### src/rtl/cgol_grid_pkg.sv
`default_nettype none

package cgol_grid_pkg;

  // Grid geometry limits on the torus
  localparam int max_width     = 64;              // Cells per row, multiple of 8
  localparam int max_height    = 64;              // Rows per grid
  localparam int max_row_bytes = max_width / 8;   // One bit per cell
  localparam int addr_width    = 16;              // Byte address span of the grid memory

  // One grid row, also the memory data word
  typedef logic [max_width-1:0] row_t;

  typedef logic [addr_width-1:0] addr_t;          // Byte address

  // Row index or count, must reach max_height itself
  typedef logic [$clog2(max_height):0] row_idx_t;

  // Column count, holds max_width
  typedef logic [$clog2(max_width):0] width_t;

  typedef logic [$clog2(max_row_bytes):0] row_bytes_t;  // 1 to 8 bytes per row

  typedef logic [1:0] win_slot_t;                 // Window slot 0..2

endpackage

`default_nettype wire

### src/rtl/cgol_regs_pkg.sv
`default_nettype none

package cgol_regs_pkg;

  localparam int num_regs = 5;                    // Host visible registers

  typedef logic [31:0] reg_t;                     // Register word as seen by software

  // Register indexes, fixed by the software driver
  typedef enum logic [2:0] {
    grid_base_addr_reg = 3'd0,                    // Grid byte address in memory
    grid_width_reg     = 3'd1,                    // Columns
    grid_height_reg    = 3'd2,                    // Rows
    start_reg          = 3'd3,                    // Nonzero write kicks off one generation
    done_reg           = 3'd4                     // Completion flag, clear on read
  } reg_idx_e;

  localparam int done_bit = 0;                    // Done flag position in done_reg

endpackage

`default_nettype wire

### src/rtl/window_ctl_if.sv
`timescale 1ns/10ps
`default_nettype none

interface window_ctl_if;

  logic                      load_slot;     // Write rd_data into slot_sel
  cgol_grid_pkg::win_slot_t  slot_sel;      // Target slot of a load
  logic                      hold_capture;  // Also copy into hold entry slot_sel
  logic                      reload_hold;   // Copy hold entry into the next-row slot
  logic                      hold_sel;      // Hold entry to reload
  logic                      roll;          // Advance prev/crnt/next roles

  modport sequencer (
    output load_slot,
    output slot_sel,
    output hold_capture,
    output reload_hold,
    output hold_sel,
    output roll
  );

  modport window (
    input load_slot,
    input slot_sel,
    input hold_capture,
    input reload_hold,
    input hold_sel,
    input roll
  );

endinterface

`default_nettype wire

### src/rtl/cgol_host_regs.sv
`timescale 1ns/10ps
`default_nettype none

module cgol_host_regs (
  input  wire                                                 clk,
  input  wire                                                 rst_n,
  input  cgol_regs_pkg::reg_t [cgol_regs_pkg::num_regs-1:0]   host_regs,
  input  wire [cgol_regs_pkg::num_regs-1:0]                   host_regs_valid_pulse,
  input  wire [cgol_regs_pkg::num_regs-1:0]                   host_regs_read_pulse,
  input  wire                                                 finish,
  output cgol_regs_pkg::reg_t [cgol_regs_pkg::num_regs-1:0]   host_regs_data_out,
  output logic [cgol_regs_pkg::num_regs-1:0]                  host_regs_valid_out,
  output logic                                                start,
  output logic                                                done_cleared,
  output cgol_grid_pkg::addr_t                                base_addr,
  output cgol_grid_pkg::row_bytes_t                           row_bytes,
  output cgol_grid_pkg::width_t                               grid_width,
  output cgol_grid_pkg::row_idx_t                             grid_height
);

  logic done_q;                                   // Sticky done flag

  // Configuration fields straight from the software view
  assign base_addr   = host_regs[cgol_regs_pkg::grid_base_addr_reg][15:0];
  assign grid_width  = host_regs[cgol_regs_pkg::grid_width_reg][6:0];
  assign grid_height = host_regs[cgol_regs_pkg::grid_height_reg][6:0];
  assign row_bytes   = grid_width[6:3];           // Width / 8, width is a multiple of 8

  assign start = host_regs_valid_pulse[cgol_regs_pkg::start_reg] &&
                 (host_regs[cgol_regs_pkg::start_reg] != '0);   // Only a nonzero write starts

  assign done_cleared = host_regs_read_pulse[cgol_regs_pkg::done_reg] && done_q;

  always_ff @(posedge clk or negedge rst_n) begin
    if (!rst_n) begin
      done_q <= 1'b0;
    end else if (finish) begin
      done_q <= 1'b1;                             // Set wins over a same-cycle read
    end else if (host_regs_read_pulse[cgol_regs_pkg::done_reg]) begin
      done_q <= 1'b0;                             // Clear on read
    end
  end

  // Only the done word is ever presented to software
  always_comb begin
    host_regs_data_out = '0;
    host_regs_data_out[cgol_regs_pkg::done_reg][cgol_regs_pkg::done_bit] = done_q;
    host_regs_valid_out = '0;
    host_regs_valid_out[cgol_regs_pkg::done_reg] = done_q;
  end

  // A new generation must not complete before software saw the last one
  a_finish_after_clear : assert property (@(posedge clk) disable iff (!rst_n)
    finish |-> !done_q);

endmodule

`default_nettype wire

### src/rtl/cgol_row_sequencer.sv
`timescale 1ns/10ps
`default_nettype none

module cgol_row_sequencer (
  input  wire                        clk,
  input  wire                        rst_n,
  input  wire                        start,
  input  cgol_grid_pkg::addr_t       base_addr,
  input  cgol_grid_pkg::row_bytes_t  row_bytes,
  input  cgol_grid_pkg::width_t      grid_width,
  input  cgol_grid_pkg::row_idx_t    grid_height,
  input  wire                        done_cleared,
  input  wire                        rd_valid,
  input  wire                        wr_ack,
  input  cgol_grid_pkg::row_t        new_row,
  output logic                       rd_req,
  output cgol_grid_pkg::addr_t       rd_addr,
  output cgol_grid_pkg::row_bytes_t  rd_size,
  output logic                       wr_req,
  output cgol_grid_pkg::addr_t       wr_addr,
  output cgol_grid_pkg::row_bytes_t  wr_size,
  output cgol_grid_pkg::row_t        wr_data,
  output logic                       finish,
  window_ctl_if.sequencer            ctl
);

  // One-hot sequencer, one flop per state
  typedef enum logic [6:0] {
    st_idle       = 7'b0000001,
    st_head_load  = 7'b0000010,                   // Rows 0 and 1, also into hold buffer
    st_third_load = 7'b0000100,                   // Row 2
    st_write      = 7'b0001000,
    st_read       = 7'b0010000,                   // Row r+2 into the freed slot
    st_wrap       = 7'b0100000,                   // Hold entry back into the window
    st_done       = 7'b1000000
  } state_e;

  state_e                     state;
  cgol_grid_pkg::row_idx_t    rd_row;             // Next row to read
  cgol_grid_pkg::row_idx_t    wr_row;             // Row being written
  cgol_grid_pkg::win_slot_t   next_slot;          // Slot holding the next row

  // Window control follows the memory answers in the same cycle
  assign ctl.load_slot    = rd_req && rd_valid;
  assign ctl.slot_sel     = (state == st_read) ? next_slot : rd_row[1:0];
  assign ctl.hold_capture = (state == st_head_load);
  assign ctl.reload_hold  = (state == st_wrap);
  assign ctl.hold_sel     = (wr_row == '0);       // Row 0 update needs row 1 as next
  assign ctl.roll         = (state == st_write) && wr_req && wr_ack;

  always_ff @(posedge clk or negedge rst_n) begin
    if (!rst_n) begin
      state     <= st_idle;
      rd_req    <= 1'b0;
      wr_req    <= 1'b0;
      rd_addr   <= '0;
      wr_addr   <= '0;
      rd_size   <= '0;
      wr_size   <= '0;
      wr_data   <= '0;
      rd_row    <= '0;
      wr_row    <= '0;
      next_slot <= '0;
      finish    <= 1'b0;
    end else begin
      finish <= 1'b0;                             // Single-cycle pulse
      if (ctl.roll) begin
        next_slot <= (next_slot == 2'd2) ? 2'd0 : next_slot + 2'd1;  // Old prev slot frees up
      end
      unique case (state)
        st_idle: begin
          if (start) begin
            state     <= st_head_load;
            rd_req    <= 1'b1;                    // First read goes out right away
            rd_addr   <= base_addr;
            rd_size   <= row_bytes;
            wr_size   <= row_bytes;
            wr_addr   <= base_addr + cgol_grid_pkg::addr_t'(row_bytes);  // Row 1 first
            rd_row    <= '0;
            wr_row    <= 7'd1;
            next_slot <= 2'd2;
          end
        end
        st_head_load, st_third_load, st_read: begin
          if (!rd_req) begin
            rd_req <= 1'b1;                       // Raise after the idle gap
          end else if (rd_valid) begin
            rd_req  <= 1'b0;
            rd_row  <= rd_row + 7'd1;
            rd_addr <= rd_addr + cgol_grid_pkg::addr_t'(rd_size);
            if (state == st_head_load) begin
              if (rd_row[0]) begin
                state <= st_third_load;           // Rows 0 and 1 are in
              end
            end else begin
              state <= st_write;
            end
          end
        end
        st_write: begin
          if (!wr_req) begin
            wr_req  <= 1'b1;
            wr_data <= new_row;                   // Window settled one cycle ago
          end else if (wr_ack) begin
            wr_req <= 1'b0;
            if (wr_row == grid_height - 7'd1) begin
              wr_row  <= '0;                      // Row 0 goes last
              wr_addr <= base_addr;
            end else begin
              wr_row  <= wr_row + 7'd1;
              wr_addr <= wr_addr + cgol_grid_pkg::addr_t'(wr_size);
            end
            if (wr_row == '0) begin
              state  <= st_done;
              finish <= 1'b1;
            end else if (rd_row != grid_height) begin
              state <= st_read;
            end else begin
              state <= st_wrap;                   // All rows read, use the hold buffer
            end
          end
        end
        st_wrap: state <= st_write;               // Reload takes effect next cycle
        st_done: begin
          if (done_cleared) begin
            state <= st_idle;
          end
        end
        default: state <= st_idle;
      endcase
    end
  end

  a_req_exclusive : assert property (@(posedge clk) disable iff (!rst_n)
    !(rd_req && wr_req));

  a_state_onehot : assert property (@(posedge clk) disable iff (!rst_n)
    $onehot(state));

  // Software must program a legal torus before it starts
  a_start_config : assert property (@(posedge clk) disable iff (!rst_n)
    start |-> (grid_width[2:0] == 3'd0) && (grid_width != '0) &&
              (grid_width <= cgol_grid_pkg::max_width) &&
              (grid_height >= 7'd3) && (grid_height <= cgol_grid_pkg::max_height));

endmodule

`default_nettype wire

### src/rtl/cgol_row_window.sv
`timescale 1ns/10ps
`default_nettype none

module cgol_row_window (
  input  wire                  clk,
  input  wire                  rst_n,
  input  cgol_grid_pkg::row_t  rd_data,
  window_ctl_if.window         ctl,
  output cgol_grid_pkg::row_t  prev_row,
  output cgol_grid_pkg::row_t  crnt_row,
  output cgol_grid_pkg::row_t  next_row
);

  cgol_grid_pkg::row_t       slot_q [3];          // Rolling three-row window
  cgol_grid_pkg::row_t       hold_q [2];          // Rows 0 and 1 for the wrap rows
  cgol_grid_pkg::win_slot_t  prev_ptr;            // Slot playing the prev role
  cgol_grid_pkg::win_slot_t  crnt_slot;
  cgol_grid_pkg::win_slot_t  next_slot;

  // Roles follow the pointer modulo 3
  assign crnt_slot = (prev_ptr == 2'd2) ? 2'd0 : prev_ptr + 2'd1;
  assign next_slot = (crnt_slot == 2'd2) ? 2'd0 : crnt_slot + 2'd1;

  assign prev_row = slot_q[prev_ptr];
  assign crnt_row = slot_q[crnt_slot];
  assign next_row = slot_q[next_slot];

  always_ff @(posedge clk) begin
    if (ctl.load_slot) begin
      slot_q[ctl.slot_sel] <= rd_data;
      if (ctl.hold_capture) begin
        hold_q[ctl.slot_sel[0]] <= rd_data;       // Keep row 0 or 1 for later
      end
    end else if (ctl.reload_hold) begin
      slot_q[next_slot] <= hold_q[ctl.hold_sel];
    end
  end

  always_ff @(posedge clk or negedge rst_n) begin
    if (!rst_n) begin
      prev_ptr <= '0;
    end else if (ctl.load_slot && ctl.hold_capture && ctl.slot_sel == 2'd0) begin
      prev_ptr <= '0;                             // Row 0 arriving starts a fresh pass
    end else if (ctl.roll) begin
      prev_ptr <= crnt_slot;
    end
  end

  // Memory load and hold reload share the slot write port
  a_no_load_reload : assert property (@(posedge clk) disable iff (!rst_n)
    !(ctl.load_slot && ctl.reload_hold));

endmodule

`default_nettype wire

### src/rtl/cgol_life_rule.sv
`timescale 1ns/10ps
`default_nettype none

module cgol_life_rule (
  input  cgol_grid_pkg::row_t    prev_row,
  input  cgol_grid_pkg::row_t    crnt_row,
  input  cgol_grid_pkg::row_t    next_row,
  input  cgol_grid_pkg::width_t  grid_width,
  output cgol_grid_pkg::row_t    new_row
);

  logic [1:0] col_sum [cgol_grid_pkg::max_width];  // Live cells per column (0 to 3)

  // Vertical sums shared by three neighbouring cells each
  always_comb begin
    for (int i = 0; i < cgol_grid_pkg::max_width; i++) begin
      if (i < grid_width) begin
        col_sum[i] = {1'b0, prev_row[i]} + {1'b0, crnt_row[i]} + {1'b0, next_row[i]};
      end else begin
        col_sum[i] = 2'd0;                        // Beyond the grid
      end
    end
  end

  always_comb begin
    logic [3:0] nbr;                              // Neighbour count up to 8
    int         lft;
    int         rgt;
    nbr     = '0;
    lft     = 0;
    rgt     = 0;
    new_row = '0;                                 // Columns past grid_width stay dead
    for (int i = 0; i < cgol_grid_pkg::max_width; i++) begin
      if (i < grid_width) begin
        lft = (i == 0) ? int'(grid_width) - 1 : i - 1;  // Column 0 wraps to the far edge
        rgt = (i == int'(grid_width) - 1) ? 0 : i + 1;  // Far edge wraps to column 0
        nbr = {2'b00, col_sum[lft]} + {2'b00, col_sum[i]} + {2'b00, col_sum[rgt]} -
              {3'b000, crnt_row[i]};              // Cell itself is not a neighbour
        new_row[i] = (nbr == 4'd3) || (crnt_row[i] && nbr == 4'd2);
      end
    end
  end

endmodule

`default_nettype wire

### src/rtl/cgol_torus_accel.sv
`timescale 1ns/10ps
`default_nettype none

module cgol_torus_accel (
  input  wire                                                clk,
  input  wire                                                rst_n,
  // Host register port
  input  cgol_regs_pkg::reg_t [cgol_regs_pkg::num_regs-1:0]  host_regs,
  input  wire [cgol_regs_pkg::num_regs-1:0]                  host_regs_valid_pulse,
  input  wire [cgol_regs_pkg::num_regs-1:0]                  host_regs_read_pulse,
  output cgol_regs_pkg::reg_t [cgol_regs_pkg::num_regs-1:0]  host_regs_data_out,
  output logic [cgol_regs_pkg::num_regs-1:0]                 host_regs_valid_out,
  // Memory read port
  output logic                                               rd_req,
  output cgol_grid_pkg::addr_t                               rd_addr,
  output cgol_grid_pkg::row_bytes_t                          rd_size,
  input  wire                                                rd_valid,
  input  cgol_grid_pkg::row_t                                rd_data,
  // Memory write port
  output logic                                               wr_req,
  output cgol_grid_pkg::addr_t                               wr_addr,
  output cgol_grid_pkg::row_bytes_t                          wr_size,
  output cgol_grid_pkg::row_t                                wr_data,
  input  wire                                                wr_ack
);

  logic                       start;
  logic                       finish;
  logic                       done_cleared;
  cgol_grid_pkg::addr_t       base_addr;
  cgol_grid_pkg::row_bytes_t  row_bytes;
  cgol_grid_pkg::width_t      grid_width;
  cgol_grid_pkg::row_idx_t    grid_height;
  cgol_grid_pkg::row_t        prev_row;
  cgol_grid_pkg::row_t        crnt_row;
  cgol_grid_pkg::row_t        next_row;
  cgol_grid_pkg::row_t        new_row;             // Combinational next generation

  window_ctl_if win_ctl ();                         // Sequencer to window commands

  cgol_host_regs host_regs_i (
    .clk                   (clk),
    .rst_n                 (rst_n),
    .host_regs             (host_regs),
    .host_regs_valid_pulse (host_regs_valid_pulse),
    .host_regs_read_pulse  (host_regs_read_pulse),
    .finish                (finish),
    .host_regs_data_out    (host_regs_data_out),
    .host_regs_valid_out   (host_regs_valid_out),
    .start                 (start),
    .done_cleared          (done_cleared),
    .base_addr             (base_addr),
    .row_bytes             (row_bytes),
    .grid_width            (grid_width),
    .grid_height           (grid_height)
  );

  cgol_row_sequencer row_sequencer_i (
    .clk          (clk),
    .rst_n        (rst_n),
    .start        (start),
    .base_addr    (base_addr),
    .row_bytes    (row_bytes),
    .grid_width   (grid_width),
    .grid_height  (grid_height),
    .done_cleared (done_cleared),
    .rd_valid     (rd_valid),
    .wr_ack       (wr_ack),
    .new_row      (new_row),
    .rd_req       (rd_req),
    .rd_addr      (rd_addr),
    .rd_size      (rd_size),
    .wr_req       (wr_req),
    .wr_addr      (wr_addr),
    .wr_size      (wr_size),
    .wr_data      (wr_data),
    .finish       (finish),
    .ctl          (win_ctl)
  );

  cgol_row_window row_window_i (
    .clk      (clk),
    .rst_n    (rst_n),
    .rd_data  (rd_data),
    .ctl      (win_ctl),
    .prev_row (prev_row),
    .crnt_row (crnt_row),
    .next_row (next_row)
  );

  cgol_life_rule life_rule_i (
    .prev_row   (prev_row),
    .crnt_row   (crnt_row),
    .next_row   (next_row),
    .grid_width (grid_width),
    .new_row    (new_row)
  );

endmodule

`default_nettype wire

### config.mk
export PLATFORM = sky130hd
export DESIGN_NAME = cgol_torus_accel
export DESIGN_NICKNAME = d
export VERILOG_FILES = /design/src/rtl/cgol_grid_pkg.sv /design/src/rtl/cgol_regs_pkg.sv /design/src/rtl/window_ctl_if.sv /design/src/rtl/cgol_host_regs.sv /design/src/rtl/cgol_row_sequencer.sv /design/src/rtl/cgol_row_window.sv /design/src/rtl/cgol_life_rule.sv /design/src/rtl/cgol_torus_accel.sv
export SDC_FILE = /design/constraint.sdc
export NUM_CORES = 2
export LEC_CHECK = 0
export ABC_AREA = 1
export BUFFER_PORTS_ARGS = -buffer_cell sky130_fd_sc_hd__buf_2
export CAP_MARGIN = 15
export CORE_ASPECT_RATIO = 0.9
export CORE_MARGIN = 3
export CORE_UTILIZATION = 50
export DETAILED_ROUTE_END_ITERATION = 10
export GPL_TIMING_DRIVEN = 1
export PLACE_DENSITY_LB_ADDON = 0.05
export SYNTH_ARGS = -nofsm -noshare
export SYNTH_HDL_FRONTEND = slang
export SYNTH_SLANG_ARGS = --single-unit
### constraint.sdc
create_clock -name clk -period 6.3 [get_ports clk]
set_clock_uncertainty 0.2 [all_clocks]
set_input_delay 0.945 -clock clk [delete_from_list [all_inputs] [get_ports clk]]
set_output_delay 0.945 -clock clk [all_outputs]
set_load 0.005 [all_outputs]
==> results.md <==
- Detailed placement finished with a half-perimeter wire length of 92900 um.
- The number of setup buffers added after CTS is 0.
- Cells with a size suffix above 1 make up 10.6% of the layout.
- The reg2reg setup slack is 0.63 ns.
- The area of the mapped netlist is 0.0406 sq mm.
- Detailed routing inserted a total of 34000 vias.
- The congestion estimate from routability-driven global placement came to about 0.9.
- The count of antenna diodes in the layout is 0.
- Summed over all failing endpoints, the final setup total negative slack is 0 ns.
- The worst pin sits at a relative slew slack of around a tenth.
- The first global-routing pass estimated 191000 um of wire.
- The average instance in the mapped netlist occupies 8.35 sq um.
- The routed design could run at a clock period as short as 5.67 ns.
- The number of DRC violations after detailed routing is 0.
- CTS saw 449 sinks.
- After clock tree synthesis, the clock-pin slew on the worst setup and hold paths is ~0.06 ns.
- The number of nets in the finished design is 5911.
- The clock reaches the later pin of the worst-skew pair after 0.65 ns.
- The worst endpoint required time is 6.66 ns.
- The run finished with clean final reports.
- Leaving out fill and tap cells, the most frequent cell in the layout is sky130_fd_sc_hd__nand2_1.
- Dividing the detail-routed wire length by the instance count gives just over 20 um.
- The critical path is of the flip-flop to flip-flop type.
- The number of global-route vias before repair is 31600.
- The number of buffers inserted for hold repair after clock tree synthesis is 0.
- The delay of the slowest cell on the worst path is roughly 0.57 ns.
- The port buffer count is around 240.
- In the layout the commonest cells are sky130_fd_sc_hd__nand2_1, sky130_fd_sc_hd__inv_1, sky130_fd_sc_hd__ha_1.
- The count of antenna-violating nets left after detailed routing is 0.
- The initial standard-cell utilization of the core is 50.8%.
- The number of violations of the max-capacitance limit is 0.
- The H-tree generated during clock tree synthesis spans 2 levels.
- The die area is 0.0847 sq mm.
- The die is approximately 280 um tall.
- For this run, the leading register cell type out of synthesis is sky130_fd_sc_hd__edfxtp_1.
- The count of instances resized after the clock tree is built is 0.
- The overflow left after global routing is 0.
- The min-delay analysis places its worst path in the category input pin to async pin.
- The core outline area is around 0.080 sq mm.
- From left edge to right edge, the die measures 306 um.
- In this run the worst path has a maximum fanout of 29.
- Of the synthesized area, sequential elements account for 31.6%.
- The number of flops mapped to enable cells by yosys is 320.
- The count of boundary I/O pins is 509.
- The launching element type of the critical path is a flip-flop.
- The total count of max-transition violations in the final report is 0.
- At the pin with the least slew margin, the transition time is 1.35 ns.
- The cell family contributing the most delay on the critical path is adder cells.
- Counting flops with an async set or reset pin after synthesis yields a share of between 20% and 30%.
- After synthesis the netlist holds a flip-flop and latch count of around 450.
- Synthesis produced 4867 cells.
- The data arrival time of the worst path is approximately 6.0 ns.
- The number of antenna violations at the first check in global routing is 3.
- The hold violation count in the final report is 0.
- The first routing iteration left 3240 violations.
- In this run the core area contains 98 standard-cell rows.
- The number of buffers on the longest clock path is 3.
- The detailed-router iteration count before antenna repair is 6.
- Setup violations remaining at the end of the flow were counted as 0.
- The most numerous cell type found on the critical path is sky130_fd_sc_hd__inv_1.
- The clock tree root buffer cell is sky130_fd_sc_hd__clkbuf_16.
- The share of the clock period used by the worst path after layout is 90.0%.
- Across every metal layer, demand over resource in global routing totals 29.1%.
- The area growth from synthesis to final layout is 9.78%.
- The clock tree from TritonCTS is built.
- Counting both buffers and inverters, the worst setup path holds a total of 6.
- The layout has 7559 filler cells.
- The detail-routed via count per cell is roughly 5.5.
- Counting the buffers created by CTS gives 55.
- The slowest library cell on the worst path is sky130_fd_sc_hd__fa_1.
- The sum of routed wire length over all layers is 126000 um.
- Entering global routing, the biggest net connects 132 pins.
- Setup repair after global routing left no endpoint under its margin.
- Timing would allow up to 176 MHz.
- STA classifies the critical path endpoint as a flip-flop.
- Synthesis instantiated 60 different standard cells from the library.
- The count of warnings emitted by yosys is 0.
==> worst paths after layout <==
| path | endpoint | start | cells after the start |
|---|---|---|---|
| max | row_sequencer_i.wr_data[0] | row_window_i.prev_ptr[0] | 26 |
| min | row_sequencer_i.wr_data[5] | rst_n | 1 |
| min reg2reg | row_sequencer_i.wr_data[11] | row_sequencer_i.wr_data[11] | 2 |
| max in group asynchronous | row_window_i.prev_ptr[1] | rst_n | 2 |
| min in group clk | row_sequencer_i.wr_data[11] | row_sequencer_i.wr_data[11] | 2 |
| max reg2reg | row_sequencer_i.wr_data[0] | row_window_i.prev_ptr[0] | 26 |
==> synthesized netlist by cell type, types with 5 or more instances <==
master	n	area [sq um]
sky130_fd_sc_hd__nand2_1	935	3510
sky130_fd_sc_hd__inv_1	741	2780
sky130_fd_sc_hd__ha_1	404	5050
sky130_fd_sc_hd__nor2_1	351	1320
sky130_fd_sc_hd__o21ai_0	325	1630
sky130_fd_sc_hd__edfxtp_1	320	9610
sky130_fd_sc_hd__nand3_1	253	1270
sky130_fd_sc_hd__fa_1	195	3900
sky130_fd_sc_hd__a21oi_1	183	916
sky130_fd_sc_hd__buf_4	176	1320
sky130_fd_sc_hd__o221ai_1	134	1170
sky130_fd_sc_hd__dfrtp_1	128	3200
sky130_fd_sc_hd__clkbuf_1	124	465
sky130_fd_sc_hd__xnor2_1	85	744
sky130_fd_sc_hd__xor2_1	79	692
sky130_fd_sc_hd__or2_2	57	357
sky130_fd_sc_hd__nand4_1	50	313
sky130_fd_sc_hd__o21ai_1	45	225
sky130_fd_sc_hd__o2111ai_1	32	280
sky130_fd_sc_hd__buf_1	24	90.1
sky130_fd_sc_hd__o21a_1	24	180
sky130_fd_sc_hd__nand3b_1	22	165
sky130_fd_sc_hd__nor3_1	17	85.1
sky130_fd_sc_hd__o2111a_1	14	158
sky130_fd_sc_hd__a221oi_1	13	114
sky130_fd_sc_hd__nand2_2	13	81.3
sky130_fd_sc_hd__buf_2	12	60.1
sky130_fd_sc_hd__inv_2	11	41.3
sky130_fd_sc_hd__nor2_4	8	90.1
sky130_fd_sc_hd__o211ai_1	8	60.1
sky130_fd_sc_hd__o31ai_1	8	60.1
sky130_fd_sc_hd__a21o_1	7	52.6
sky130_fd_sc_hd__nor4_1	7	43.8
sky130_fd_sc_hd__nor3b_1	6	45.0
sky130_fd_sc_hd__buf_6	5	56.3
sky130_fd_sc_hd__o41ai_1	5	43.8
==> through the flow <==
stage / worst slack [ns] / util, % / instance area (sq um) / cells / hold WS [ns]
finish: 0.630 / 55.8 / 44600 / 6169 / 0.0586
global route: 0.237 / 55.8 / 44600 / 6169 / 0.0759
CTS: 0.704 / 55.8 / 44600 / 6166 / 0.0491
detailed placement: 0.739 / 53.3 / 42600 / 6064 / 0.261
global placement: 0.721 / 53.3 / 42600 / 6064 / 0.259
floorplan: 1.14 / - / 41200 / 5029 / 0.217
==> cells by family (layout without fill, tap and decap cells) <==
group,count (synthesis),after routing,synth area share (%)
AND/OR/NAND/NOR,1736,1736,18.3
buffers and inverters,1099,1189,11.9
AO/OA/AOI/OAI,817,817,12.4
adder cells (fa/ha/maj),599,599,22.0
flip-flops,449,449,31.6
XOR/XNOR,166,166,3.67
other,1,163,0.00923
==> sequential cells by signal, summed over array words and instances, names as in the netlist <==
name,flops
row_sequencer_i.finish,1
row_window_i.slot_q,192
row_sequencer_i.rd_req,1
row_sequencer_i.rd_size,4
row_window_i.hold_q,128
row_sequencer_i.rd_row,7
host_regs_i.done_q,1
row_sequencer_i.wr_row,7
row_sequencer_i.next_slot,2
row_sequencer_i.wr_data,64
row_sequencer_i.rd_addr,16
row_sequencer_i.wr_req,1
row_window_i.prev_ptr,2
row_sequencer_i.wr_addr,16
row_sequencer_i.state,7
==> routing by layer <==
| metal | GRT usage, % | part of all wire, % | vias up | wire length [um] |
|---|---|---|---|---|
| met2 | 41.6 | 41 | 1411 | 51300 |
| li1 | - | - | 16300 | - |
| met3 | 5.19 | 9.2 | 216 | 11500 |
| met5 | 0 | 0.014 | - | 17 |
| met4 | 8.60 | 3.2 | 4 | 3960 |
| met1 | 44.6 | 47 | 16100 | 58900 |
==> layout make-up <==
type | count | area, sq um | share of cell area, %
clock buffer | 72 | 1560 | 3.50
multi-input combinational | 3481 | 23600 | 53.0
timing repair buffer | 329 | 2020 | 4.52
inverter | 758 | 2860 | 6.41
clock inverter | 30 | 385 | 0.864
sequential | 449 | 12800 | 28.8
tap | 1050 | 1310 | 2.95
Power is left out: the tool's default activity adds up to more than one toggle a clock period on the data nets, which glitch-free logic cannot reach.
